===== src/hdl/exu_defines.svh =====
// ==========================================================
// exu widths and address map
// register count, word widths and the AXI4-Lite byte
// addresses of the operation, flag and status words
// ==========================================================

`ifndef EXU_DEFINES_SVH
`define EXU_DEFINES_SVH

// datapath
`define EXU_DATA_W 32
`define EXU_NREGS 16
`define EXU_REG_AW 4

// host bus
`define EXU_ADDR_W 8

// status counters, wrap at 2**w
`define EXU_CNT_W 8

// r0..r15 sit below the op word at 0x00..0x3c
`define EXU_OP_ADDR 8'h40
`define EXU_FLAGS_ADDR 8'h44
`define EXU_STATUS_ADDR 8'h48

`endif


===== src/hdl/exu_pkg.sv =====
// ==========================================================
// exu types
// data and index vectors, opcode and condition encodings,
// and the structs passed between decode, ALU and regfile
// ==========================================================

`include "exu_defines.svh"

package exu_pkg;

  typedef logic [`EXU_DATA_W-1:0] data_t;
  typedef logic [`EXU_REG_AW-1:0] reg_idx_t;
  typedef logic [`EXU_ADDR_W-1:0] axil_addr_t;
  typedef logic [`EXU_CNT_W-1:0] cnt_t;

  typedef enum logic [3:0] {
    OP_ADD = 4'd0, OP_SUB = 4'd1, OP_AND = 4'd2, OP_OR  = 4'd3, OP_XOR = 4'd4,
    OP_SHL = 4'd5, OP_SHR = 4'd6, OP_SAR = 4'd7, OP_MOV = 4'd8, OP_CMP = 4'd9
  } alu_op_e;  // 10..15 rejected by decode

  typedef enum logic [3:0] {
    COND_AL = 4'd0,  COND_NV = 4'd1,  COND_EQ = 4'd2,  COND_NE = 4'd3,
    COND_CS = 4'd4,  COND_CC = 4'd5,  COND_MI = 4'd6,  COND_PL = 4'd7,
    COND_VS = 4'd8,  COND_VC = 4'd9,  COND_HI = 4'd10, COND_LS = 4'd11,
    COND_GE = 4'd12, COND_LT = 4'd13, COND_GT = 4'd14, COND_LE = 4'd15
  } cond_e;

  typedef struct packed {
    logic v;
    logic c;
    logic n;
    logic z;
  } flags_t;

  // same layout as the low bits of the operation word
  typedef struct packed {
    cond_e    cond;
    reg_idx_t src_b;
    reg_idx_t src_a;
    reg_idx_t dst;
    alu_op_e  opcode;
  } exu_op_t;

  typedef struct packed {
    logic     en;        // register write
    reg_idx_t dst;
    data_t    data;
    logic     flags_en;  // op executed
    flags_t   flags;
    logic     skipped;   // condition false
  } wb_t;

  typedef struct packed {
    logic     reg_en;
    logic     flags_en;
    reg_idx_t idx;
    data_t    data;
  } host_wr_t;

endpackage


===== src/hdl/exu_cmd_decode.sv =====
// ==========================================================
// exu command decode
// AXI4-Lite write slave; turns accepted writes into host
// register and flag writes or issued ALU operations, and
// holds the write response until the master takes it
// ==========================================================

`timescale 1ns/1ns

`include "exu_defines.svh"

module exu_cmd_decode (
  input  logic                 clk,
  input  logic                 rst,
  input  exu_pkg::axil_addr_t  awaddr,
  input  logic                 awvalid,
  output logic                 awready,
  input  exu_pkg::data_t       wdata,
  input  logic                 wvalid,
  output logic                 wready,
  output logic [1:0]           bresp,
  output logic                 bvalid,
  input  logic                 bready,
  input  logic                 busy,
  output exu_pkg::host_wr_t    host_wr,
  output logic                 issue_valid,
  output exu_pkg::exu_op_t     issue_op
);

  localparam logic [1:0] RESP_OKAY   = 2'b00;
  localparam logic [1:0] RESP_SLVERR = 2'b10;

  logic is_reg;
  logic is_op;
  logic is_flags;
  logic legal_op;
  logic host_sel;
  logic wr_err;
  logic wr_go;

  // address map
  assign is_reg   = (awaddr < `EXU_OP_ADDR) && (awaddr[1:0] == 2'b00);
  assign is_op    = (awaddr == `EXU_OP_ADDR);
  assign is_flags = (awaddr == `EXU_FLAGS_ADDR);

  assign legal_op = (wdata[3:0] <= 4'(exu_pkg::OP_CMP));

  // status, unmapped and bad opcodes all end up here
  assign wr_err = !(is_reg || is_flags || (is_op && legal_op));

  // host writes must not collide with a pipeline writeback
  assign host_sel = is_reg || is_flags;

  assign wr_go   = awvalid && wvalid && !bvalid && !(host_sel && busy);
  assign awready = wr_go;
  assign wready  = wr_go;

  assign host_wr.reg_en   = wr_go && is_reg;
  assign host_wr.flags_en = wr_go && is_flags;
  assign host_wr.idx      = awaddr[`EXU_REG_AW+1:2];
  assign host_wr.data     = wdata;

  assign issue_valid = wr_go && is_op && legal_op;
  assign issue_op    = exu_pkg::exu_op_t'(wdata[$bits(exu_pkg::exu_op_t)-1:0]);

  always_ff @(posedge clk) begin
    if (rst) begin
      bvalid <= 1'b0;
      bresp  <= RESP_OKAY;
    end else if (wr_go) begin
      bvalid <= 1'b1;
      bresp  <= wr_err ? RESP_SLVERR : RESP_OKAY;
    end else if (bready) begin
      bvalid <= 1'b0;
    end
  end

  // response held steady under back-pressure
  a_bresp_hold: assert property (
    @(posedge clk) disable iff (rst)
    bvalid && !bready |=> bvalid && $stable(bresp)
  );

endmodule


===== src/hdl/exu_regfile.sv =====
// ==========================================================
// exu register file
// sixteen data words plus the flag word, written by the
// host or by pipeline writeback, three async read ports
// ==========================================================

`timescale 1ns/1ns

`include "exu_defines.svh"

module exu_regfile (
  input  logic                 clk,
  input  logic                 rst,
  input  exu_pkg::host_wr_t    host_wr,
  input  exu_pkg::wb_t         wb,
  input  exu_pkg::reg_idx_t    rd_a_idx,
  output exu_pkg::data_t       rd_a,
  input  exu_pkg::reg_idx_t    rd_b_idx,
  output exu_pkg::data_t       rd_b,
  input  exu_pkg::reg_idx_t    rd_c_idx,
  output exu_pkg::data_t       rd_c,
  output exu_pkg::flags_t      flags
);

  exu_pkg::data_t regs [`EXU_NREGS];

  always_ff @(posedge clk) begin
    if (rst) begin
      for (int i = 0; i < `EXU_NREGS; i++) begin
        regs[i] <= '0;
      end
      flags <= '0;
    end else begin
      if (host_wr.reg_en) regs[host_wr.idx] <= host_wr.data;
      if (wb.en) regs[wb.dst] <= wb.data;

      // host flag word uses the low data bits
      if (host_wr.flags_en) begin
        flags <= exu_pkg::flags_t'(host_wr.data[$bits(exu_pkg::flags_t)-1:0]);
      end
      if (wb.flags_en) flags <= wb.flags;
    end
  end

  // operand ports for the ALU, third port for the host read side
  assign rd_a = regs[rd_a_idx];
  assign rd_b = regs[rd_b_idx];
  assign rd_c = regs[rd_c_idx];

  // decode holds host writes off while the pipeline is busy
  a_no_write_clash: assert property (
    @(posedge clk) disable iff (rst)
    !((host_wr.reg_en || host_wr.flags_en) && (wb.en || wb.flags_en))
  );

endmodule


===== src/hdl/exu_alu.sv =====
// ==========================================================
// exu ALU pipeline
// stage 1 latches operands and flags with forwarding from
// stage 2; stage 2 tests the condition, computes result
// and flags and presents the writeback
// ==========================================================

`timescale 1ns/1ns

`include "exu_defines.svh"

module exu_alu (
  input  logic                 clk,
  input  logic                 rst,
  input  logic                 issue_valid,
  input  exu_pkg::exu_op_t     issue_op,
  output exu_pkg::reg_idx_t    rd_a_idx,
  input  exu_pkg::data_t       rd_a,
  output exu_pkg::reg_idx_t    rd_b_idx,
  input  exu_pkg::data_t       rd_b,
  input  exu_pkg::flags_t      flags,
  output exu_pkg::wb_t         wb,
  output logic                 busy
);

  logic                s1_valid;
  exu_pkg::exu_op_t    s1_op;
  exu_pkg::data_t      s1_a;
  exu_pkg::data_t      s1_b;
  exu_pkg::flags_t     s1_flags;
  logic                s2_valid;
  exu_pkg::data_t      fwd_a;
  exu_pkg::data_t      fwd_b;
  exu_pkg::flags_t     fwd_flags;
  logic                cond_true;
  logic                arith;
  logic                sub_op;
  logic                wr_dst;
  exu_pkg::data_t      b_eff;
  logic [`EXU_DATA_W:0] sum;
  exu_pkg::data_t      res;
  exu_pkg::flags_t     res_flags;

  function automatic logic cond_pass(input exu_pkg::cond_e cc, input exu_pkg::flags_t f);
    case (cc)
      exu_pkg::COND_AL: cond_pass = 1'b1;
      exu_pkg::COND_NV: cond_pass = 1'b0;
      exu_pkg::COND_EQ: cond_pass = f.z;
      exu_pkg::COND_NE: cond_pass = !f.z;
      exu_pkg::COND_CS: cond_pass = f.c;
      exu_pkg::COND_CC: cond_pass = !f.c;
      exu_pkg::COND_MI: cond_pass = f.n;
      exu_pkg::COND_PL: cond_pass = !f.n;
      exu_pkg::COND_VS: cond_pass = f.v;
      exu_pkg::COND_VC: cond_pass = !f.v;
      exu_pkg::COND_HI: cond_pass = f.c && !f.z;
      exu_pkg::COND_LS: cond_pass = !f.c || f.z;
      exu_pkg::COND_GE: cond_pass = (f.n == f.v);
      exu_pkg::COND_LT: cond_pass = (f.n != f.v);
      exu_pkg::COND_GT: cond_pass = !f.z && (f.n == f.v);
      default:          cond_pass = f.z || (f.n != f.v);  // LE
    endcase
  endfunction

  assign rd_a_idx = issue_op.src_a;
  assign rd_b_idx = issue_op.src_b;

  // regfile not yet written for the op in stage 2
  assign fwd_a     = (wb.en && wb.dst == issue_op.src_a) ? wb.data : rd_a;
  assign fwd_b     = (wb.en && wb.dst == issue_op.src_b) ? wb.data : rd_b;
  assign fwd_flags = wb.flags_en ? wb.flags : flags;

  always_ff @(posedge clk) begin
    if (rst) s1_valid <= 1'b0;
    else s1_valid <= issue_valid;
    s1_op    <= issue_op;
    s1_a     <= fwd_a;
    s1_b     <= fwd_b;
    s1_flags <= fwd_flags;
  end

  assign cond_true = cond_pass(s1_op.cond, s1_flags);

  always_comb begin
    arith  = (s1_op.opcode inside {exu_pkg::OP_ADD, exu_pkg::OP_SUB, exu_pkg::OP_CMP});
    sub_op = (s1_op.opcode != exu_pkg::OP_ADD);
    b_eff  = sub_op ? ~s1_b : s1_b;
    sum    = {1'b0, s1_a} + {1'b0, b_eff} + sub_op;  // carry out is no-borrow on sub
    wr_dst = (s1_op.opcode != exu_pkg::OP_CMP);
    case (s1_op.opcode)
      exu_pkg::OP_AND: res = s1_a & s1_b;
      exu_pkg::OP_OR:  res = s1_a | s1_b;
      exu_pkg::OP_XOR: res = s1_a ^ s1_b;
      exu_pkg::OP_SHL: res = s1_a << s1_b[4:0];
      exu_pkg::OP_SHR: res = s1_a >> s1_b[4:0];
      exu_pkg::OP_SAR: res = exu_pkg::data_t'($signed(s1_a) >>> s1_b[4:0]);
      exu_pkg::OP_MOV: res = s1_b;
      default:         res = sum[`EXU_DATA_W-1:0];
    endcase
    res_flags   = s1_flags;  // logic ops keep c and v
    res_flags.z = (res == '0);
    res_flags.n = res[`EXU_DATA_W-1];
    if (arith) begin
      res_flags.c = sum[`EXU_DATA_W];
      res_flags.v = (s1_a[`EXU_DATA_W-1] == b_eff[`EXU_DATA_W-1]) &&
                    (res[`EXU_DATA_W-1] != s1_a[`EXU_DATA_W-1]);
    end
  end

  always_ff @(posedge clk) begin
    if (rst) begin
      s2_valid    <= 1'b0;
      wb.en       <= 1'b0;
      wb.flags_en <= 1'b0;
      wb.skipped  <= 1'b0;
    end else begin
      s2_valid    <= s1_valid;
      wb.en       <= s1_valid && cond_true && wr_dst;
      wb.flags_en <= s1_valid && cond_true;
      wb.skipped  <= s1_valid && !cond_true;
    end
    wb.dst   <= s1_op.dst;
    wb.data  <= res;
    wb.flags <= res_flags;
  end

  assign busy = s1_valid || s2_valid;

  a_wb_dst_known: assert property (
    @(posedge clk) disable iff (rst)
    wb.en |-> !$isunknown(wb.dst)
  );

  // forwarding only covers stage 2, so decode must space issues
  a_issue_spacing: assert property (
    @(posedge clk) disable iff (rst)
    issue_valid |=> !issue_valid
  );

endmodule


===== src/hdl/exu_read_port.sv =====
// ==========================================================
// exu read port
// AXI4-Lite read slave for registers, flags and status;
// counts executed and skipped ops from the writeback
// ==========================================================

`timescale 1ns/1ns

`include "exu_defines.svh"

module exu_read_port (
  input  logic                 clk,
  input  logic                 rst,
  input  exu_pkg::axil_addr_t  araddr,
  input  logic                 arvalid,
  output logic                 arready,
  output exu_pkg::data_t       rdata,
  output logic [1:0]           rresp,
  output logic                 rvalid,
  input  logic                 rready,
  output exu_pkg::reg_idx_t    rd_c_idx,
  input  exu_pkg::data_t       rd_c,
  input  exu_pkg::flags_t      flags,
  input  logic                 busy,
  input  exu_pkg::wb_t         wb
);

  logic           ar_open;  // low only while in reset
  logic           rd_go;
  logic           rd_err;
  exu_pkg::data_t rd_sel;
  exu_pkg::cnt_t  exec_cnt;
  exu_pkg::cnt_t  skip_cnt;

  assign arready  = ar_open && !rvalid;
  assign rd_go    = arvalid && arready;
  assign rd_c_idx = araddr[`EXU_REG_AW+1:2];

  always_comb begin
    rd_sel = '0;
    rd_err = 1'b0;
    if (araddr < `EXU_OP_ADDR && araddr[1:0] == 2'b00) begin
      rd_sel = rd_c;
    end else if (araddr == `EXU_FLAGS_ADDR) begin
      rd_sel = {{(`EXU_DATA_W-$bits(exu_pkg::flags_t)){1'b0}}, flags};
    end else if (araddr == `EXU_STATUS_ADDR) begin
      rd_sel = {8'h00, skip_cnt, exec_cnt, 7'h00, busy};
    end else begin
      rd_err = 1'b1;  // op word reads back as unmapped
    end
  end

  always_ff @(posedge clk) begin
    if (rst) begin
      ar_open  <= 1'b0;
      rvalid   <= 1'b0;
      rresp    <= 2'b00;
      exec_cnt <= '0;
      skip_cnt <= '0;
    end else begin
      ar_open <= 1'b1;
      if (rd_go) begin
        rvalid <= 1'b1;
        rresp  <= rd_err ? 2'b10 : 2'b00;
      end else if (rready) begin
        rvalid <= 1'b0;
      end
      if (wb.flags_en) exec_cnt <= exec_cnt + 1'b1;  // every executed op sets flags
      if (wb.skipped) skip_cnt <= skip_cnt + 1'b1;
    end
    if (rd_go) rdata <= rd_sel;
  end

endmodule


===== src/hdl/exu_top.sv =====
// ==========================================================
// exu top
// predicated integer execution unit behind an AXI4-Lite
// slave; write decode, ALU pipeline, regfile, read port
// ==========================================================

`timescale 1ns/1ns

module exu_top (
  input  logic                 clk,
  input  logic                 rst,
  input  exu_pkg::axil_addr_t  awaddr,
  input  logic                 awvalid,
  output logic                 awready,
  input  exu_pkg::data_t       wdata,
  input  logic                 wvalid,
  output logic                 wready,
  output logic [1:0]           bresp,
  output logic                 bvalid,
  input  logic                 bready,
  input  exu_pkg::axil_addr_t  araddr,
  input  logic                 arvalid,
  output logic                 arready,
  output exu_pkg::data_t       rdata,
  output logic [1:0]           rresp,
  output logic                 rvalid,
  input  logic                 rready
);

  logic               busy;
  logic               issue_valid;
  exu_pkg::exu_op_t   issue_op;
  exu_pkg::host_wr_t  host_wr;
  exu_pkg::wb_t       wb;
  exu_pkg::reg_idx_t  rd_a_idx;
  exu_pkg::reg_idx_t  rd_b_idx;
  exu_pkg::reg_idx_t  rd_c_idx;
  exu_pkg::data_t     rd_a;
  exu_pkg::data_t     rd_b;
  exu_pkg::data_t     rd_c;
  exu_pkg::flags_t    flags;

  exu_cmd_decode u_cmd_decode (
    .clk, .rst,
    .awaddr, .awvalid, .awready,
    .wdata, .wvalid, .wready,
    .bresp, .bvalid, .bready,
    .busy, .host_wr, .issue_valid, .issue_op
  );

  exu_regfile u_regfile (
    .clk, .rst, .host_wr, .wb,
    .rd_a_idx, .rd_a, .rd_b_idx, .rd_b, .rd_c_idx, .rd_c,
    .flags
  );

  exu_alu u_alu (
    .clk, .rst, .issue_valid, .issue_op,
    .rd_a_idx, .rd_a, .rd_b_idx, .rd_b,
    .flags, .wb, .busy
  );

  exu_read_port u_read_port (
    .clk, .rst,
    .araddr, .arvalid, .arready,
    .rdata, .rresp, .rvalid, .rready,
    .rd_c_idx, .rd_c, .flags, .busy, .wb
  );

endmodule


===== config.mk =====
export PLATFORM = sky130hd
export DESIGN_NAME = exu_top
export DESIGN_NICKNAME = d
export VERILOG_FILES = /design/src/hdl/exu_pkg.sv /design/src/hdl/exu_cmd_decode.sv /design/src/hdl/exu_regfile.sv /design/src/hdl/exu_alu.sv /design/src/hdl/exu_read_port.sv /design/src/hdl/exu_top.sv
export VERILOG_INCLUDE_DIRS = /design/src /design/src/hdl
export SDC_FILE = /design/constraint.sdc
export NUM_CORES = 2
export LEC_CHECK = 0
export BUFFER_PORTS_ARGS = -buffer_cell sky130_fd_sc_hd__buf_2
export CAP_MARGIN = 40
export CORE_MARGIN = 2
export CORE_UTILIZATION = 65
export DETAILED_ROUTE_END_ITERATION = 10
export PLACE_DENSITY = 0.85
export SYNTH_ARGS = -nofsm -noshare
export SYNTH_HDL_FRONTEND = slang
export SYNTH_HIERARCHICAL = 1
export SYNTH_SLANG_ARGS = --single-unit

===== constraint.sdc =====
create_clock -name clk -period 8.65 [get_ports clk]
set_input_delay 0.4325 -clock clk [delete_from_list [all_inputs] [get_ports clk]]
set_output_delay 0.4325 -clock clk [all_outputs]
set_load 0.02 [all_outputs]

==> results.ini <==
[placed_design]
gp_congestion = 1.14
portBuffers = 93
dp_hpwl_microns = 126000
pre_cts_ws_ps = 3220
numPlacedInstances = 4507

[detailed_routing]
first_pass_iters = 10
viasPerCell = 8.94
drt_iter0_drc = 9246
drt-total-wl_microns = 213000
wl_per_cell_microns = 45.7
final_antenna_net_count = 0
num_vias = 41600
drc = 0

[timing]
finalClockSkew_ps = 60.2
finalHoldViolCount = 0
slew_violations = 0
setup_viol_count_final = 0
min_period_ps = 5780
worstMarginPinSlew_ps = 1040
timing.fmax_mhz = 173
fin_crit_sh = 0.669
relSlewSlack = 0.304
rsz0062_at_grt = false
fin_ws_ps = 2870
fin_tns_setup_ps = 0

[yosys]
synth_top_area_frac = 0.340
synth_seq_area_share = 0.403
ys_ff_latch = 693
syn_inst = 3881
ys_top_cells_by_area = edfxtp_1, mux4_2, a22o_1
synth_flop_cell = edfxtp_1
yosys_warnings = 6
yosys.area.top_type = edfxtp_1
synth_area_sq_um = 48000
synthesis.nets = 4038
synth_cell_types = 107
synthArstFlopShare = 0
synth_edf_count = 544
syn-mean-instance-area_sq_um = 12.4

[power]
p_leak_uw = 0.0186
ir_drop_mv = 0.203
p_per_area_nw_per_um2 = 186

[clocking]
cts_buffers = 74
cts_setup_buffers = 0
htreeDepth = 3
ctsRootBufferMaster = clkbuf_16
cts.sinks = 693
clock_latency_ps = 680
clk_pin_slew_ps = 60
hold_buffers = 0
cts_tree = yes
cts_repair_resize_count = 0
clock_path_buffers = 3

[global_routing]
grt_pass1_wl_microns = 293000
grt_max_degree = 90
grt-ovfl-total = 0
grt_pass1_vias = 40100
track_usage = 0.557
antenna_found_initial = 12

[layout]
nets = 3783
fin_cells = 4651
drive_gt1_frac = 0.258
area_growth_syn_to_layout_pct = 6.41
final_cell_mix = edfxtp_1, a22o_1, mux4_2
utilization = 0.700
final_common_cell = edfxtp_1

[floorplan]
dieArea_sq_um = 76000
die_x_microns = 276
initial_core_util = 0.658
fp-row-count = 99
pin_count = 96
die_h_microns = 276
coreArea_sq_um = 73000

[worst_hold_path]
whs_path_depth = 3
hp-class = in2reg

[worst_setup_path]
reg2reg_slack_ps = 2870
r2r_start = u_alu/s1_op[0]$_DFF_P_
endpoint = u_alu/wb[1]$_DFF_P_
path_class = reg2reg
critPathLaunchType = register
critPathLaunch = u_alu/s1_op[0]$_DFF_P_
rr_worst_depth = 15
slowest_delay_ps = 710
worstPathMaxFanout = 40
cp.arrival_ps = 6370
crit_chain = buf_4 > nor4_2 > buf_4 > xnor2_1 > ha_1 > a21oi_1 > o21a_1 > o311ai_0 > buf_1 > a2111oi_0 > buf_1 > o311ai_0 > nor3_1 > nand4b_1 > and4bb_1
endpoint_kind = register
cp_data_required_time_ps = 9240
cpMaxStageDelayCell = a2111oi_0
rr_endpoint = u_alu/wb[1]$_DFF_P_

[job]
drv_cap = 0

[status]
status = finished, final reports clean

synth_stat cells (23+ instances only):
| cell | count |
|---|---|
| ha_1 | 101 |
| a21oi_1 | 88 |
| buf_4 | 82 |
| or3_1 | 29 |
| clkbuf_1 | 272 |
| mux2_2 | 90 |
| nor3_1 | 32 |
| xnor2_1 | 48 |
| nor2_1 | 150 |
| mux4_2 | 423 |
| buf_1 | 82 |
| a22oi_1 | 210 |
| mux2i_1 | 56 |
| o21ai_0 | 81 |
| inv_1 | 79 |
| buf_2 | 100 |
| edfxtp_1 | 544 |
| dfxtp_1 | 149 |
| a22o_1 | 537 |
| o211ai_1 | 26 |
| nand2_1 | 241 |
| and2_1 | 23 |
cell type report:
type | instances | area [sq um]
antenna | 8 | 20.0
clock buffer | 107 | 2180
clock inverter | 27 | 254
fill | 4833 | 21900
inverter | 83 | 312
multi-input combinational | 2552 | 26100
sequential | 693 | 19300
tap | 959 | 1200
timing repair buffer | 222 | 1640
power by group:
| group | internal (uW) | switching (uW) |
|---|---|---|
| combinational | 736 | 1220 |
| clock | 1830 | 1430 |
| sequential | 3750 | 527 |
| total | 6310 | 3180 |
sequential cells by signal, summed over array words and instances (netlist names), 4 cells and up:
signal and cells:
u_read_port/exec_cnt 8, u_read_port/rdata 32, u_alu/s1_b 32, u_read_port/skip_cnt 8, u_alu/s1_op 12, u_regfile/regs 512
u_alu/wb 42, u_regfile/flags 4, u_alu/s1_flags 4, u_alu/s1_a 32
worst max-delay path, delay by kind of cell, from the launching register on:
family	cells	cell delay, ps
AO/OA/AOI/OAI	5	1950
XOR/XNOR	1	230
adder cells (fa/ha/maj)	1	470
buffers and inverters	4	1310
flip-flops	1	570
AND/OR/NAND/NOR	4	1100
metal layers:
layer,track usage,part of all wire,vias to the layer above
li1,-,-,15200
met1,0.655,0.31,19800
met2,0.746,0.39,5025
met3,0.310,0.19,1590
met4,0.444,0.11,27
met5,0.0370,0.0024,-
metrics by stage:
stage | total power (uW) | cell area, sq um | hold WS (ps)
3_3_place_gp | 6090 | 48300 | 311
6_report | 9490 | 51100 | 46.9
3_5_place_dp | 6120 | 48600 | 312
4_1_cts | 9290 | 51000 | 48.7
2_1_floorplan | 5420 | 48000 | 310
5_1_grt | 9630 | 51000 | 68.7
logic make-up after synthesis:
group                    synth area share
flip-flops                          0.403
other                            0.000157
XOR/XNOR                           0.0126
AO/OA/AOI/OAI                       0.193
adder cells (fa/ha/maj)            0.0268
AND/OR/NAND/NOR                    0.0646
buffers and inverters              0.0617
multiplexers                        0.239
how the worst min path moves through the flow:
stage,from,to,slack (ps)
final,rready,u_read_port/rvalid$_SDFFE_PP0P_,50
after CTS,rready,u_read_port/rvalid$_SDFFE_PP0P_,50
after detailed placement,u_alu/s1_op[4]$_DFF_P_,u_alu/wb[38]$_DFF_P_,310
after global routing,rready,u_read_port/rvalid$_SDFFE_PP0P_,70
after global placement,u_alu/s1_op[7]$_DFF_P_,u_alu/wb[41]$_DFF_P_,310
after floorplan,u_alu/s1_op[4]$_DFF_P_,u_alu/wb[38]$_DFF_P_,310
(Power assumes the default switching activity.)
